$ cat src/dphyLane_config.svh
/*
 * D-PHY data lane timing
 * fixed cycle counts for every lane interval plus the sync byte and ULPS entry code
 */
`ifndef DPHYLANE_CONFIG_SVH
`define DPHYLANE_CONFIG_SVH

// initialization interval after enable, line held at LP-11
`define INIT_CYCLES 16'd20

// LP request phase before HS or escape entry
`define LPX_CYCLES 16'd4

// HS start-up, LP-00 then HS-0 before the sync byte
`define HS_PREPARE_CYCLES 16'd5
`define HS_ZERO_CYCLES 16'd10

// HS end of burst, inverted last bit then LP-11
`define HS_TRAIL_CYCLES 16'd6
`define HS_EXIT_CYCLES 16'd8

// one half of an escape bit, mark or spacer
`define ESC_HALF_CYCLES 16'd2

// mark-1 hold when leaving ULPS
`define WAKEUP_CYCLES 16'd30

// leader byte of every HS burst
`define HS_SYNC_BYTE 8'hB8

// escape command code for ULPS entry, sent LSB first
`define ULPS_ENTRY_CODE 8'h1E

`endif

$ cat src/dphyPkg.sv
/*
 * D-PHY lane types
 * line states, controller states and the HS payload word
 */
package dphyPkg;

    // state of the lane wire pair as seen by the receiver
    // nine values, so the encoding needs four bits
    typedef enum logic [3:0]
    {
        LineOff,
        Lp11,
        Lp01,
        Lp10,
        Lp00,
        Hs0,
        Hs1,
        Mark0,
        Mark1
    } lineState_t;

    // lane controller FSM states
    typedef enum logic [3:0]
    {
        Off,
        Init,
        Stop,
        HsPrepare,
        HsZero,
        HsSync,
        HsData,
        HsTrail,
        HsExit,
        EscEntry,
        EscCmd,
        Ulps,
        UlpsWake,
        UlpsHold
    } laneState_t;

    // one HS payload word
    typedef logic [7:0] hsWord_t;

endpackage

$ cat src/dphyLane.sv
/*
 * D-PHY master data lane transmitter
 * lane controller with its HS word serializer and escape bit sequencer
 */
module dphyLane
    import dphyPkg::*;
(
    input  logic       ppi,
    input  logic       hs_clk,
    input  logic       enable,
    input  logic       txRequestHs,
    input  hsWord_t    txDataHs,
    input  logic       txRequestEsc,
    input  logic       txUlpsEsc,
    input  logic       txUlpsExit,
    output logic       stopState,
    output logic       txReadyHs,
    output logic       ulpsActiveNot,
    output lineState_t line
);

    // controller to HS serializer
    logic    hsLoad;
    hsWord_t hsWord;
    logic    hsBit;
    logic    hsLast;

    // controller to escape sequencer
    logic escStart;
    logic escMark;
    logic escBit;
    logic escDone;

    laneControl u_laneControl
    (
        .ppi           (ppi),
        .hs_clk        (hs_clk),
        .enable        (enable),
        .txRequestHs   (txRequestHs),
        .txDataHs      (txDataHs),
        .txRequestEsc  (txRequestEsc),
        .txUlpsEsc     (txUlpsEsc),
        .txUlpsExit    (txUlpsExit),
        .hsBit         (hsBit),
        .hsLast        (hsLast),
        .escMark       (escMark),
        .escBit        (escBit),
        .escDone       (escDone),
        .hsLoad        (hsLoad),
        .hsWord        (hsWord),
        .escStart      (escStart),
        .stopState     (stopState),
        .txReadyHs     (txReadyHs),
        .ulpsActiveNot (ulpsActiveNot),
        .line          (line)
    );

    hsSerializer u_hsSerializer
    (
        .ppi    (ppi),
        .hs_clk (hs_clk),
        .hsLoad (hsLoad),
        .hsWord (hsWord),
        .hsBit  (hsBit),
        .hsLast (hsLast)
    );

    escSerializer u_escSerializer
    (
        .ppi      (ppi),
        .hs_clk   (hs_clk),
        .escStart (escStart),
        .escMark  (escMark),
        .escBit   (escBit),
        .escDone  (escDone)
    );

endmodule

$ cat src/escSerializer.sv
/*
 * escape-mode bit sequencer
 * sends the ULPS entry command as spaced mark bits, each bit a mark half then a spacer half
 */
`include "dphyLane_config.svh"

module escSerializer
(
    input  logic ppi,
    input  logic hs_clk,
    input  logic escStart,
    output logic escMark,
    output logic escBit,
    output logic escDone
);

    // entry bits 1 then 0, then the command code LSB first
    localparam logic [9:0] EntrySeq = {`ULPS_ENTRY_CODE, 2'b01};

    logic        active;
    logic        markHalf;
    logic [3:0]  bitIdx;
    logic [15:0] halfCnt;
    logic        halfEnd;
    logic        seqEnd;

    assign halfEnd = (halfCnt == 16'd0);
    assign seqEnd  = active && !markHalf && halfEnd && (bitIdx == 4'd9);

    assign escMark = active && markHalf;
    assign escBit  = EntrySeq[bitIdx];

    always_ff @(posedge ppi or negedge hs_clk)
    begin
        if (!hs_clk)
        begin
            active   <= 1'b0;
            markHalf <= 1'b0;
            bitIdx   <= 4'd0;
            halfCnt  <= 16'd0;
            escDone  <= 1'b0;
        end
        else
        begin
            escDone <= seqEnd;
            if (escStart)
            begin
                active   <= 1'b1;
                markHalf <= 1'b1;
                bitIdx   <= 4'd0;
                halfCnt  <= `ESC_HALF_CYCLES - 16'd1;
            end
            else if (active)
            begin
                if (!halfEnd)
                    halfCnt <= halfCnt - 16'd1;
                else if (markHalf)
                begin
                    // mark done, spacer follows
                    markHalf <= 1'b0;
                    halfCnt  <= `ESC_HALF_CYCLES - 16'd1;
                end
                else if (seqEnd)
                    active <= 1'b0;
                else
                begin
                    bitIdx   <= bitIdx + 4'd1;
                    markHalf <= 1'b1;
                    halfCnt  <= `ESC_HALF_CYCLES - 16'd1;
                end
            end
        end
    end

endmodule

$ cat src/hsSerializer.sv
/*
 * HS word serializer
 * shifts one byte out LSB first and flags its last bit for back-to-back loading
 */
module hsSerializer
    import dphyPkg::*;
(
    input  logic    ppi,
    input  logic    hs_clk,
    input  logic    hsLoad,
    input  hsWord_t hsWord,
    output logic    hsBit,
    output logic    hsLast
);

    hsWord_t    shiftReg;
    logic [2:0] bitCnt;
    logic       busy;

    assign hsBit  = shiftReg[0];
    assign hsLast = busy && (bitCnt == 3'd7);

    // data path, first bit shows the cycle after the load edge
    always_ff @(posedge ppi)
    begin
        if (hsLoad)
            shiftReg <= hsWord;
        else
            shiftReg <= {1'b0, shiftReg[7:1]};
    end

    always_ff @(posedge ppi or negedge hs_clk)
    begin
        if (!hs_clk)
        begin
            bitCnt <= 3'd0;
            busy   <= 1'b0;
        end
        else if (hsLoad)
        begin
            bitCnt <= 3'd0;
            busy   <= 1'b1;
        end
        else if (busy)
        begin
            bitCnt <= bitCnt + 3'd1;
            // word finished with nothing queued behind it
            if (hsLast)
                busy <= 1'b0;
        end
    end

endmodule

$ cat src/laneControl.sv
/*
 * D-PHY lane controller
 * lane FSM, interval timer, PPI status and the registered line-state encoder
 */
`include "dphyLane_config.svh"

module laneControl
    import dphyPkg::*;
(
    input  logic       ppi,
    input  logic       hs_clk,
    input  logic       enable,
    input  logic       txRequestHs,
    input  hsWord_t    txDataHs,
    input  logic       txRequestEsc,
    input  logic       txUlpsEsc,
    input  logic       txUlpsExit,
    input  logic       hsBit,
    input  logic       hsLast,
    input  logic       escMark,
    input  logic       escBit,
    input  logic       escDone,
    output logic       hsLoad,
    output hsWord_t    hsWord,
    output logic       escStart,
    output logic       stopState,
    output logic       txReadyHs,
    output logic       ulpsActiveNot,
    output lineState_t line
);

    laneState_t state;
    laneState_t nextState;
    logic [15:0] phaseTimer;
    logic [15:0] nextTimer;
    logic        timerDone;
    logic        lastHsBit;
    lineState_t  lineNext;

    assign timerDone = (phaseTimer == 16'd0);

    // word strobe in the serializer's last bit cycle, the line shows that bit one cycle later
    assign txReadyHs = hsLast && ((state == HsSync) || (state == HsData));

    // sync byte leads the burst, host words follow back to back
    assign hsLoad = ((state == HsZero) && timerDone) || (txReadyHs && txRequestHs);
    assign hsWord = (state == HsZero) ? `HS_SYNC_BYTE : txDataHs;

    assign escStart = (state == EscEntry) && timerDone;

    always_comb
    begin
        nextState = state;
        nextTimer = timerDone ? 16'd0 : phaseTimer - 16'd1;
        case (state)
            Off:
            begin
                nextState = Init;
                nextTimer = `INIT_CYCLES - 16'd1;
            end
            Init:
            begin
                if (timerDone)
                    nextState = Stop;
            end
            Stop:
            begin
                // HS wins over escape when both are requested
                if (txRequestHs)
                begin
                    nextState = HsPrepare;
                    nextTimer = `LPX_CYCLES + `HS_PREPARE_CYCLES - 16'd1;
                end
                else if (txRequestEsc && txUlpsEsc)
                begin
                    nextState = EscEntry;
                    nextTimer = `LPX_CYCLES - 16'd1;
                end
            end
            HsPrepare:
            begin
                if (timerDone)
                begin
                    nextState = HsZero;
                    nextTimer = `HS_ZERO_CYCLES - 16'd1;
                end
            end
            HsZero:
            begin
                if (timerDone)
                    nextState = HsSync;
            end
            HsSync, HsData:
            begin
                if (hsLast)
                begin
                    if (txRequestHs)
                        nextState = HsData;
                    else
                    begin
                        nextState = HsTrail;
                        nextTimer = `HS_TRAIL_CYCLES - 16'd1;
                    end
                end
            end
            HsTrail:
            begin
                if (timerDone)
                begin
                    nextState = HsExit;
                    nextTimer = `HS_EXIT_CYCLES - 16'd1;
                end
            end
            HsExit:
            begin
                if (timerDone)
                    nextState = Stop;
            end
            EscEntry:
            begin
                if (timerDone)
                    nextState = EscCmd;
            end
            EscCmd:
            begin
                if (escDone)
                    nextState = Ulps;
            end
            Ulps:
            begin
                if (txUlpsExit)
                begin
                    nextState = UlpsWake;
                    nextTimer = `WAKEUP_CYCLES - 16'd1;
                end
            end
            UlpsWake:
            begin
                if (timerDone)
                    nextState = txRequestEsc ? UlpsHold : Stop;
            end
            UlpsHold:
            begin
                if (!txRequestEsc)
                    nextState = Stop;
            end
            default:
            begin
                nextState = Off;
            end
        endcase
        // shutdown overrides everything
        if (!enable)
        begin
            nextState = Off;
            nextTimer = 16'd0;
        end
    end

    always_ff @(posedge ppi or negedge hs_clk)
    begin
        if (!hs_clk)
        begin
            state      <= Off;
            phaseTimer <= 16'd0;
        end
        else
        begin
            state      <= nextState;
            phaseTimer <= nextTimer;
        end
    end

    // last bit of the burst, inverted for the trail
    always_ff @(posedge ppi)
    begin
        if (hsLast)
            lastHsBit <= hsBit;
    end

    always_comb
    begin
        case (state)
            Init, Stop, HsExit:
                lineNext = Lp11;
            // LPX of LP-01 first, then the prepare interval of LP-00
            HsPrepare:
                lineNext = (phaseTimer >= `HS_PREPARE_CYCLES) ? Lp01 : Lp00;
            HsZero:
                lineNext = Hs0;
            HsSync, HsData:
                lineNext = hsBit ? Hs1 : Hs0;
            HsTrail:
                lineNext = lastHsBit ? Hs0 : Hs1;
            EscEntry:
                lineNext = Lp10;
            EscCmd:
                lineNext = escMark ? (escBit ? Mark1 : Mark0) : Lp00;
            Ulps:
                lineNext = Lp00;
            UlpsWake, UlpsHold:
                lineNext = Mark1;
            default:
                lineNext = LineOff;
        endcase
    end

    // line and status follow the state by one cycle, except on shutdown
    always_ff @(posedge ppi or negedge hs_clk)
    begin
        if (!hs_clk)
        begin
            line          <= LineOff;
            stopState     <= 1'b0;
            ulpsActiveNot <= 1'b1;
        end
        else if (!enable)
        begin
            line          <= LineOff;
            stopState     <= 1'b0;
            ulpsActiveNot <= 1'b1;
        end
        else
        begin
            line          <= lineNext;
            stopState     <= (state == Stop);
            ulpsActiveNot <= !((state == Ulps) || ((state == EscCmd) && escDone));
        end
    end

endmodule

$ cat config.mk
export PLATFORM = sky130hd
export DESIGN_NAME = dphyLane
export DESIGN_NICKNAME = d
export VERILOG_FILES = /design/src/dphyPkg.sv /design/src/dphyLane.sv /design/src/escSerializer.sv /design/src/hsSerializer.sv /design/src/laneControl.sv
export VERILOG_INCLUDE_DIRS = /design/src
export SDC_FILE = /design/constraint.sdc
export NUM_CORES = 1
export LEC_CHECK = 0
export BUFFER_PORTS_ARGS = -buffer_cell sky130_fd_sc_hd__buf_2
export CAP_MARGIN = 30
export CORE_MARGIN = 2
export CORE_UTILIZATION = 50
export DETAILED_ROUTE_END_ITERATION = 10
export PLACE_DENSITY = 0.64
export SETUP_SLACK_MARGIN = 0.05
export SLEW_MARGIN = 10
export SYNTH_ARGS = -nofsm -noshare
export SYNTH_HDL_FRONTEND = slang
export SYNTH_SLANG_ARGS = --single-unit
$ cat constraint.sdc
create_clock -name ppi -period 5.5 [get_ports ppi]
set_input_delay 0.55 -clock ppi [delete_from_list [all_inputs] [get_ports ppi]]
set_output_delay 0.55 -clock ppi [all_outputs]
set_load 0.005 [all_outputs]
# After elaboration in Yosys (flattened, before gate mapping)
# Memories as Yosys holds them, arrays and structs flattened.
# Cells that the tools add are included.
# op_classes
n_addsub	4
order_cmp	2
reduce_logical	30
mux	62
eq_ne	29
# ops
cell	count
16-bit two-way mux	14
16-bit one-hot mux with 6 select lines	1
4-bit two-way mux	22
4-bit one-hot mux with 12 select lines	1
4-bit one-hot mux with 9 select lines	1
16-bit zero test	2
16-bit by 1-bit subtractor with 16-bit output, second input constant	2
4-bit == test, second input constant	7
3-bit by 2-bit != test with 1-bit output, second input constant	8
4-bit by 3-bit == test with 1-bit output, second input constant	4
16-bit by 3-bit greater-or-equal comparator with 1-bit output, second input constant	1
1-bit two-way mux	16
1-bit logical AND	11
11-bit AND reduction	1
3-bit two-way mux	3
4-bit by 2-bit == test with 1-bit output, second input constant	2
8-bit two-way mux	1
4-bit by 3-bit != test with 1-bit output, second input constant	2
7-bit two-way mux	1
3-bit != test, second input constant	2
2-bit nonzero test	3
2-bit OR reduction	3
4-bit by 5-bit less-than comparator with 1-bit output, second input constant	1
4-bit by 1-bit adder with 4-bit output, second input constant	1
11 further kinds	17
# word_totals
elab_cells	143
n_memories	1
romBits	16
inputBits	15
reg_bits	62
output_inout_bits	7
# memory_table
memory	words	word_bits	read_ports	rd_ports_with_merged_regs	write_ports	line_no	source
(name not given)	16	1	1	0	0	escSerializer.sv:31	assign escBit = EntrySeq[bitIdx];

# Depth between registers and ports, before layout
# Gate-level depths: netlist (run 1).
# depth
word_depth	9
depth_mapped	8
depth_no_buf	7

# Modules after synthesis
# A second synthesis (run 1) with hierarchy kept.
# hier_totals
hier_cells	417
area_unflattened_um2	3779.9
# modules_own_cells
mod	cells_per_inst	area_each_um2	n_inst	seq_area_each_um2
laneControl	249	2013.2	1	681.9
escSerializer	136	1306.3	1	575.6
hsSerializer	32	460.4	1	260.2

# Worst setup path before layout (run 1)
# OpenSTA, ideal clock, no wires.
# synth_path
path_type	flip-flop to flip-flop
start	register u_laneControl.phaseTimer[0]
end	register u_laneControl.state[2]
synth_period_minus_slack_ps	2191
path_slack_ps	3309
n_path_buf	0
arrival_time_ps	2065
setup_ps	126
required_ps	5374
path_stages_with_launch	8
cell_sequence	dfrtp_1 > inv_1 > ha_1 > nor3b_1 > nand2_1 > o221ai_1 > nand3_1 > o311a_1
# synth_between
elab_chain_cells	3
elab_cells_between_ends	8
cone_classes	eq/ne (6); reduce/logical (2)
# synth_lines
item	line_no	source
start, declared	laneControl.sv:34	logic [15:0] phaseTimer;
start signal, assigned	laneControl.sv:170	phaseTimer <= nextTimer;
16-bit zero test *	laneControl.sv:40	assign timerDone = (phaseTimer == 16'd0);
3-bit by 2-bit != test with 1-bit output (no line)	-	
11-bit AND reduction (no line) *	-	
end signal, assigned	laneControl.sv:169	state <= nextState;
end, declared	laneControl.sv:32	laneState_t state;
# Every way passes the cells marked *; elsewhere a longest branch is shown, timed or not.
# A chain may end at the register's enable or synchronous reset.

# Worst setup path after layout (run 1)
# layout_path
start	register u_escSerializer.halfCnt[4]
end	register u_escSerializer.halfCnt[4]
# layout_between
elab_chain_cells	5
elab_cells_between_ends	9
cone_classes	add/sub (1); eq/ne (1); mux (3); reduce/logical (4)
# layout_lines
item	line_no	source
start, declared	escSerializer.sv:23	logic [15:0] halfCnt;
start signal, assigned	escSerializer.sv:51	halfCnt <= `ESC_HALF_CYCLES - 16'd1;
start signal, assigned	escSerializer.sv:56	halfCnt <= halfCnt - 16'd1;
start signal, assigned	escSerializer.sv:61	halfCnt <= `ESC_HALF_CYCLES - 16'd1;
parallel branches: the longest is 5 deep, another holds 16-bit by 1-bit subtractor with 16-bit output	-	
# Parallel ways; which one is timed is not known. The select of a mux whose other input is x is not followed.

==> results.cfg, run 1 <==
[floorplan]
initial_core_util = 0.523
chipHeight_um = 88.8
die-area_um2 = 7880
core-area_um2 = 6870
num_rows = 30
die_width_um = 88.8
ioPinCount = 22

[worst_setup_path]
cp_max_fo = 11
endpoint_kind = flip-flop
start_kind = flip-flop
crit_type = reg -> reg
cp_data_arrival_time_ns = 3.21
cp_data_required_time_ns = 5.70

[global_route]
grt_pass1_wl_um = 13400
first_global_vias = 2696
antenna_found_initial = 0
grtUsageTotal = 0.221
gr-total-overflow = 0
grt_max_degree = 54

[detailed_routing]
antenna_left = 0
dr.first_iter.drc_count = 284
routedWlPerCell_um = 15.8
route.detailed.drc = 0
drt_pass1_iterations = 5
dr_total_vias = 3066
drt_wl_total_um = 8200
vias_per_cell = 5.90

[clock_tree]
cts.sinks = 62
cts_resized = 0
post_cts_buffers = 0
path_clk_slew_ns = 0.08
cts_tree = built
cts_hold_buf = 0
cts_buffers = 9
clockBufferDepth = 2
cts_root_buf = clkbuf_8
clk_latency_ns = 0.34
htree_levels = 3

[place]
port_buffers = 21
dp_hpwl_um = 5770
place.gp.congestion = 0.907
place_ws_ns = 2.55

[power]
p_total_mw = 2.32
p_per_area_nw_per_um2 = 580
vdd_ir_drop_max_v = 0.000308
p_leak_nw = 1.71

[synth]
synth_edf_count = 1
synthCells = 405
synthFlopType = dfrtp_1
avgSynthCellArea_um2 = 8.87
ys_ff_latch = 62
synth.net_count = 428
synth_cell_types = 62
synth_seq_area_share = 0.423
yosysWarningCount = 0
synth_area_um2 = 3590
async_flop_share = 0.855

[timing]
setup_violations = 0
finalCriticalPeriod_ns = 3.01
fin_ws_ns = 2.49
rsz0062_at_grt = no
tightest_slew_ns = 0.916
post-route-period-util = 0.547
slew_violations = 0
fmax_ghz = 0.332
hold_viol = 0
relSlewSlack = 0.384
tns_ns = 0
fin_skew_ns = 0.0153

[run]
cap_violations = 0

[outcome]
status = completed

[layout]
area_growth_pct = 11.4
fin_util = 0.583
diodes = 0
drive_above_1_share = 0.118
fin_nets = 442
fillers = 636

[worst_hold_path]
holdCritPathClass = in -> async
==> per-stage QoR <==
| step | instance area (um^2) | std cells | hold slack [ns] |
|---|---|---|---|
| 2_1_floorplan | 3590 | 405 | 0.254 |
| 3_3_place_gp | 3750 | 504 | 0.422 |
| 3_5_place_dp | 3750 | 504 | 0.431 |
| 4_1_cts | 4000 | 520 | 0.345 |
| 5_1_grt | 4000 | 520 | 0.376 |
| 6_report | 4000 | 520 | 0.317 |
==> cells in the final DEF (no fill, tap or decap), types with 5 or more instances in the layout <==
cell,synthesis,layout
a21oi_1,23,23
a22o_1,5,5
a31oi_1,9,9
buf_2,3,21
clkbuf_8,0,9
dfrtp_1,52,52
dfxtp_1,8,8
ha_1,8,8
inv_1,14,14
mux2i_1,5,5
nand2_1,31,31
nand2b_1,9,9
nand3_1,15,15
nand4_1,9,9
nor2_1,55,55
nor2b_1,5,5
nor3_1,12,12
nor4_1,5,5
o211ai_1,7,7
o21ai_0,12,12
o221ai_1,5,5
or3_1,8,8
xnor2_1,6,6
xor2_1,19,19
==> synthesized netlist by cell type (5+ instances only) <==
library cell | number | area share
nand2b_1 | 9 | 0.016
nor2b_1 | 5 | 0.0087
clkbuf_1 | 13 | 0.014
xor2_1 | 19 | 0.046
nor2_1 | 55 | 0.057
dfrtp_1 | 52 | 0.36
a31oi_1 | 9 | 0.016
nand2_1 | 31 | 0.032
o211ai_1 | 7 | 0.015
mux2i_1 | 5 | 0.014
nand3_1 | 15 | 0.021
nor4_1 | 5 | 0.0087
o221ai_1 | 5 | 0.012
or3_1 | 8 | 0.014
dfxtp_1 | 8 | 0.045
inv_1 | 14 | 0.015
nand4_1 | 9 | 0.016
ha_1 | 8 | 0.028
a22o_1 | 5 | 0.012
o21ai_0 | 12 | 0.017
a21oi_1 | 23 | 0.032
nor3_1 | 12 | 0.017
xnor2_1 | 6 | 0.015
==> worst paths after layout <==
path / to / depth (start not counted) / slack (ns) / startpoint
worst max register to register: u_escSerializer.halfCnt[4] / 5 / 2.49 / u_escSerializer.halfCnt[4]
worst min-delay path: u_laneControl.phaseTimer[3] / 2 / 0.32 / hs_clk
worst min register to register: u_hsSerializer.shiftReg[5] / 1 / 0.44 / u_hsSerializer.shiftReg[6]
min in group ppi: u_hsSerializer.shiftReg[1] / 2 / 0.43 / txDataHs[1]
worst max-delay path: u_escSerializer.halfCnt[4] / 5 / 2.49 / u_escSerializer.halfCnt[4]
max in group asynchronous: u_laneControl.state[0] / 2 / 4.71 / hs_clk
==> power breakdown <==
group / internal [mW] / switching (mW) / total, mW
Clock: 0.308 / 0.200 / 0.508
Combinational: 0.428 / 0.594 / 1.02
Sequential: 0.595 / 0.198 / 0.793
==> sequential cells by signal (all words and copies together), names as in the netlist, 3 cells and up <==
signal and count:
u_escSerializer.bitIdx 4, u_laneControl.line 4, u_laneControl.phaseTimer 16, u_laneControl.state 4, u_hsSerializer.bitCnt 3, u_hsSerializer.shiftReg 8, u_escSerializer.halfCnt 16
==> cell families after synthesis <==
family	count (synthesis)	synth area share
AOI/OAI and AO/OA	98	0.191
muxes	6	0.0171
DFF	62	0.423
buffers and inverters	33	0.0355
and+or+nand+nor	173	0.246
adders and majority gates	8	0.0279
xor gates and xnor gates	25	0.0610
==> cell type report <==
| cell class | instances | area (um^2) | share of cell area |
|---|---|---|---|
| well taps | 96 | 120 | 0.0300 |
| inverters | 14 | 52.6 | 0.0131 |
| flip-flops and latches | 62 | 1520 | 0.379 |
| multi-input cells | 310 | 1950 | 0.487 |
| clock buffers | 9 | 124 | 0.0310 |
| clock inverters | 7 | 128 | 0.0319 |
| repair buffers | 22 | 113 | 0.0281 |
==> worst max-delay path: stages (launching register included) <==
cell and delay (ns):
dfrtp_1 0.41, or4_1 0.66, nor4_2 0.80, nand3_1 0.27, o22ai_1 0.62, nor2_1 0.11
==> layer usage <==
layer / part of all wire / GRT usage / wire length (um) / up-vias
met4: 0.014 / 0.0606 / 112 / 0
met1: 0.48 / 0.320 / 3970 / 1457
met3: 0.055 / 0.0560 / 450 / 10
met5: 0 / 0 / 0 / -
met2: 0.45 / 0.328 / 3670 / 92
li1: - / - / - / 1507
Power figures use the tool's default switching activity.
==> run 2: changes to the inputs <==
PLACE_DENSITY = 0.66   (was 0.64)
clock period = 2.7 ns   (was 5.5 ns; I/O delays follow)
==> run 2 against run 1 <==
Worst hold slack worse by 0.18 ns. Sequential share of layout area shrank 0.96 points. Clock skew down 0.0021 ns. Highest routed layer unchanged.
==> results.cfg, run 2 (synthesis results as in run 1) <==
[outcome]
status = completed

[place]
dp.cells = 522
dp_hpwl_um = 6130
place.gp.congestion = 0.979
port_buffers = 21

[clock_tree]
clockBufferDepth = 2
cts_root_buf = clkbuf_8
cts_tree = built
htree_levels = 3
cts_resized = 0
cts.sinks = 62
path_clk_slew_ns = 0.08
clk_latency_ns = 0.35
cts_buffers = 9

[layout]
fillers = 621
area_growth_pct = 14.3
final_common_cell = nor2_1
multi_input_area_um2 = 1950
ff_latch_area_um2 = 1520
finalNonFillerCells = 539
diodes = 0
fin_nets = 461
drive_above_1_share = 0.151
largest_registers = u_escSerializer.halfCnt (16), u_laneControl.phaseTimer (16), u_hsSerializer.shiftReg (8)
final_cell_mix = nor2_1 (55), dfrtp_1 (52), nand2_1 (31)

[worst_setup_path]
r2r_cells = 5
critPathMaxStageDelay_ns = 0.49
cp_data_arrival_time_ns = 2.59
cp_max_fo = 4
cp_cell_sequence = nor4_1, nand3_1, o221ai_1, nand3_1, o311a_1
crit_top_cell = nand3_1
r2r_end = u_laneControl.state[2]
cp_data_required_time_ns = 2.93
crit_type = reg -> reg
endpoint_kind = flip-flop
crit_slowest_cell = nor4_1
start_kind = flip-flop
ff2ff_setup_slack_ns = 0.34
timing.rr.start = u_laneControl.phaseTimer[12]

[global_route]
gr-total-overflow = 0
grt_pass1_wl_um = 14300
grt_max_degree = 32
first_global_vias = 2981
grtUsageTotal = 0.236
antenna_found_initial = 0

[worst_hold_path]
worstHoldPathCells = 2
holdCritPathClass = in -> reg
hold_end = u_hsSerializer.shiftReg[1]
min_from = txDataHs[1]

[floorplan]
ioPinCount = 22
die_width_um = 88.8
chipHeight_um = 88.8
num_rows = 30
initial_core_util = 0.523
die-area_um2 = 7880
core-area_um2 = 6870

[detailed_routing]
route.detailed.drc = 0
drt_wl_total_um = 8540
dr.first_iter.drc_count = 334
drt_pass1_iterations = 5
vias_per_cell = 5.94
dr_total_vias = 3202
routedWlPerCell_um = 15.8
antenna_left = 0

[timing]
fmax_ghz = 0.423
relSlewSlack = 0.451
setup_violations = 0
rsz0062_at_grt = no
hold_viol = 0
fin_skew_ns = 0.0132
post-route-period-util = 0.875
tightest_slew_ns = 0.820
slew_violations = 0
tns_ns = 0
finalCriticalPeriod_ns = 2.36

[power]
p_per_area_nw_per_um2 = 1150
vdd_ir_drop_max_v = 0.000509
p_leak_nw = 1.78

[run]
cap_violations = 0
==> run 2: cell count changes in the layout (fill, tap and decap cells not counted), sizes merged <==
cell / before / now
dlygate4sd3: 0 / 1
buf: 22 / 40
bufinv: 3 / 1
clkbuf: 9 / 10
inv: 17 / 15
clkinv: 1 / 4
==> run 2: per-layer routing <==
layer | wire length (um) | GRT usage | vias up
met5 | 0 | 0 | -
met3 | 477 | 0.0448 | 21
li1 | - | - | 1538
met4 | 170 | 0.0882 | 0
met1 | 3950 | 0.329 | 1530
met2 | 3940 | 0.364 | 113
==> run 2: worst max-delay path by stage <==
| stage | from | end | slack [ns] | depth (start not counted) |
|---|---|---|---|---|
| finish | u_laneControl.phaseTimer[12] | u_laneControl.state[2] | 0.34 | 5 |
| global route | u_laneControl.phaseTimer[13] | u_laneControl.state[2] | 0.09 | 5 |
| detailed placement | u_laneControl.phaseTimer[12] | u_laneControl.state[2] | 0.35 | 5 |
| CTS | u_laneControl.phaseTimer[12] | u_laneControl.state[2] | 0.33 | 5 |
| floorplan | u_laneControl.phaseTimer[0] | u_laneControl.state[2] | 0.51 | 7 |
| global placement | u_laneControl.phaseTimer[12] | u_laneControl.state[2] | 0.31 | 5 |
==> run 2: power breakdown <==
group	internal, mW	leakage (nW)	switching (mW)
combinational	0.991	0.906	1.32
sequential	1.21	0.773	0.349
clock	0.433	0.101	0.399
==> run 2: per-stage QoR <==
step                 util  power, mW  hold WS, ns  cell area, um^2  setup slack [ns]
floorplan               -       3.22      -0.0256             3590             0.509
global placement    0.567       3.83        0.363             3900             0.310
detailed placement  0.567       3.84        0.371             3900             0.352
CTS                 0.598       4.70        0.131             4110             0.334
global route        0.598       5.08        0.136             4110            0.0887
finish              0.598       4.71        0.139             4110             0.338
==> run 2: final cells by class <==
cell class,count,area share
Multi-Input combinational cell,310,0.474
Inverter,14,0.0128
Tap cell,96,0.0293
Clock inverter,6,0.0171
Clock buffer,10,0.0311
Timing Repair Buffer,41,0.0658
Sequential cell,62,0.370
==> run 2: timing repair <==
| action | 4_1_cts | 5_1_grt |
|---|---|---|
| hold buffers | 1 | 0 |
| hold endpoints to repair | 9 | 0 |
| buffers inserted | 0 | 0 |
==> run 2: critical path: cells and delay by family (launching register included) <==
| family | cells | cell delay [ns] |
|---|---|---|
| AND/OR/NAND/NOR | 3 | 0.99 |
| AO/OA/AOI/OAI | 2 | 0.83 |
| flip-flops | 1 | 0.42 |
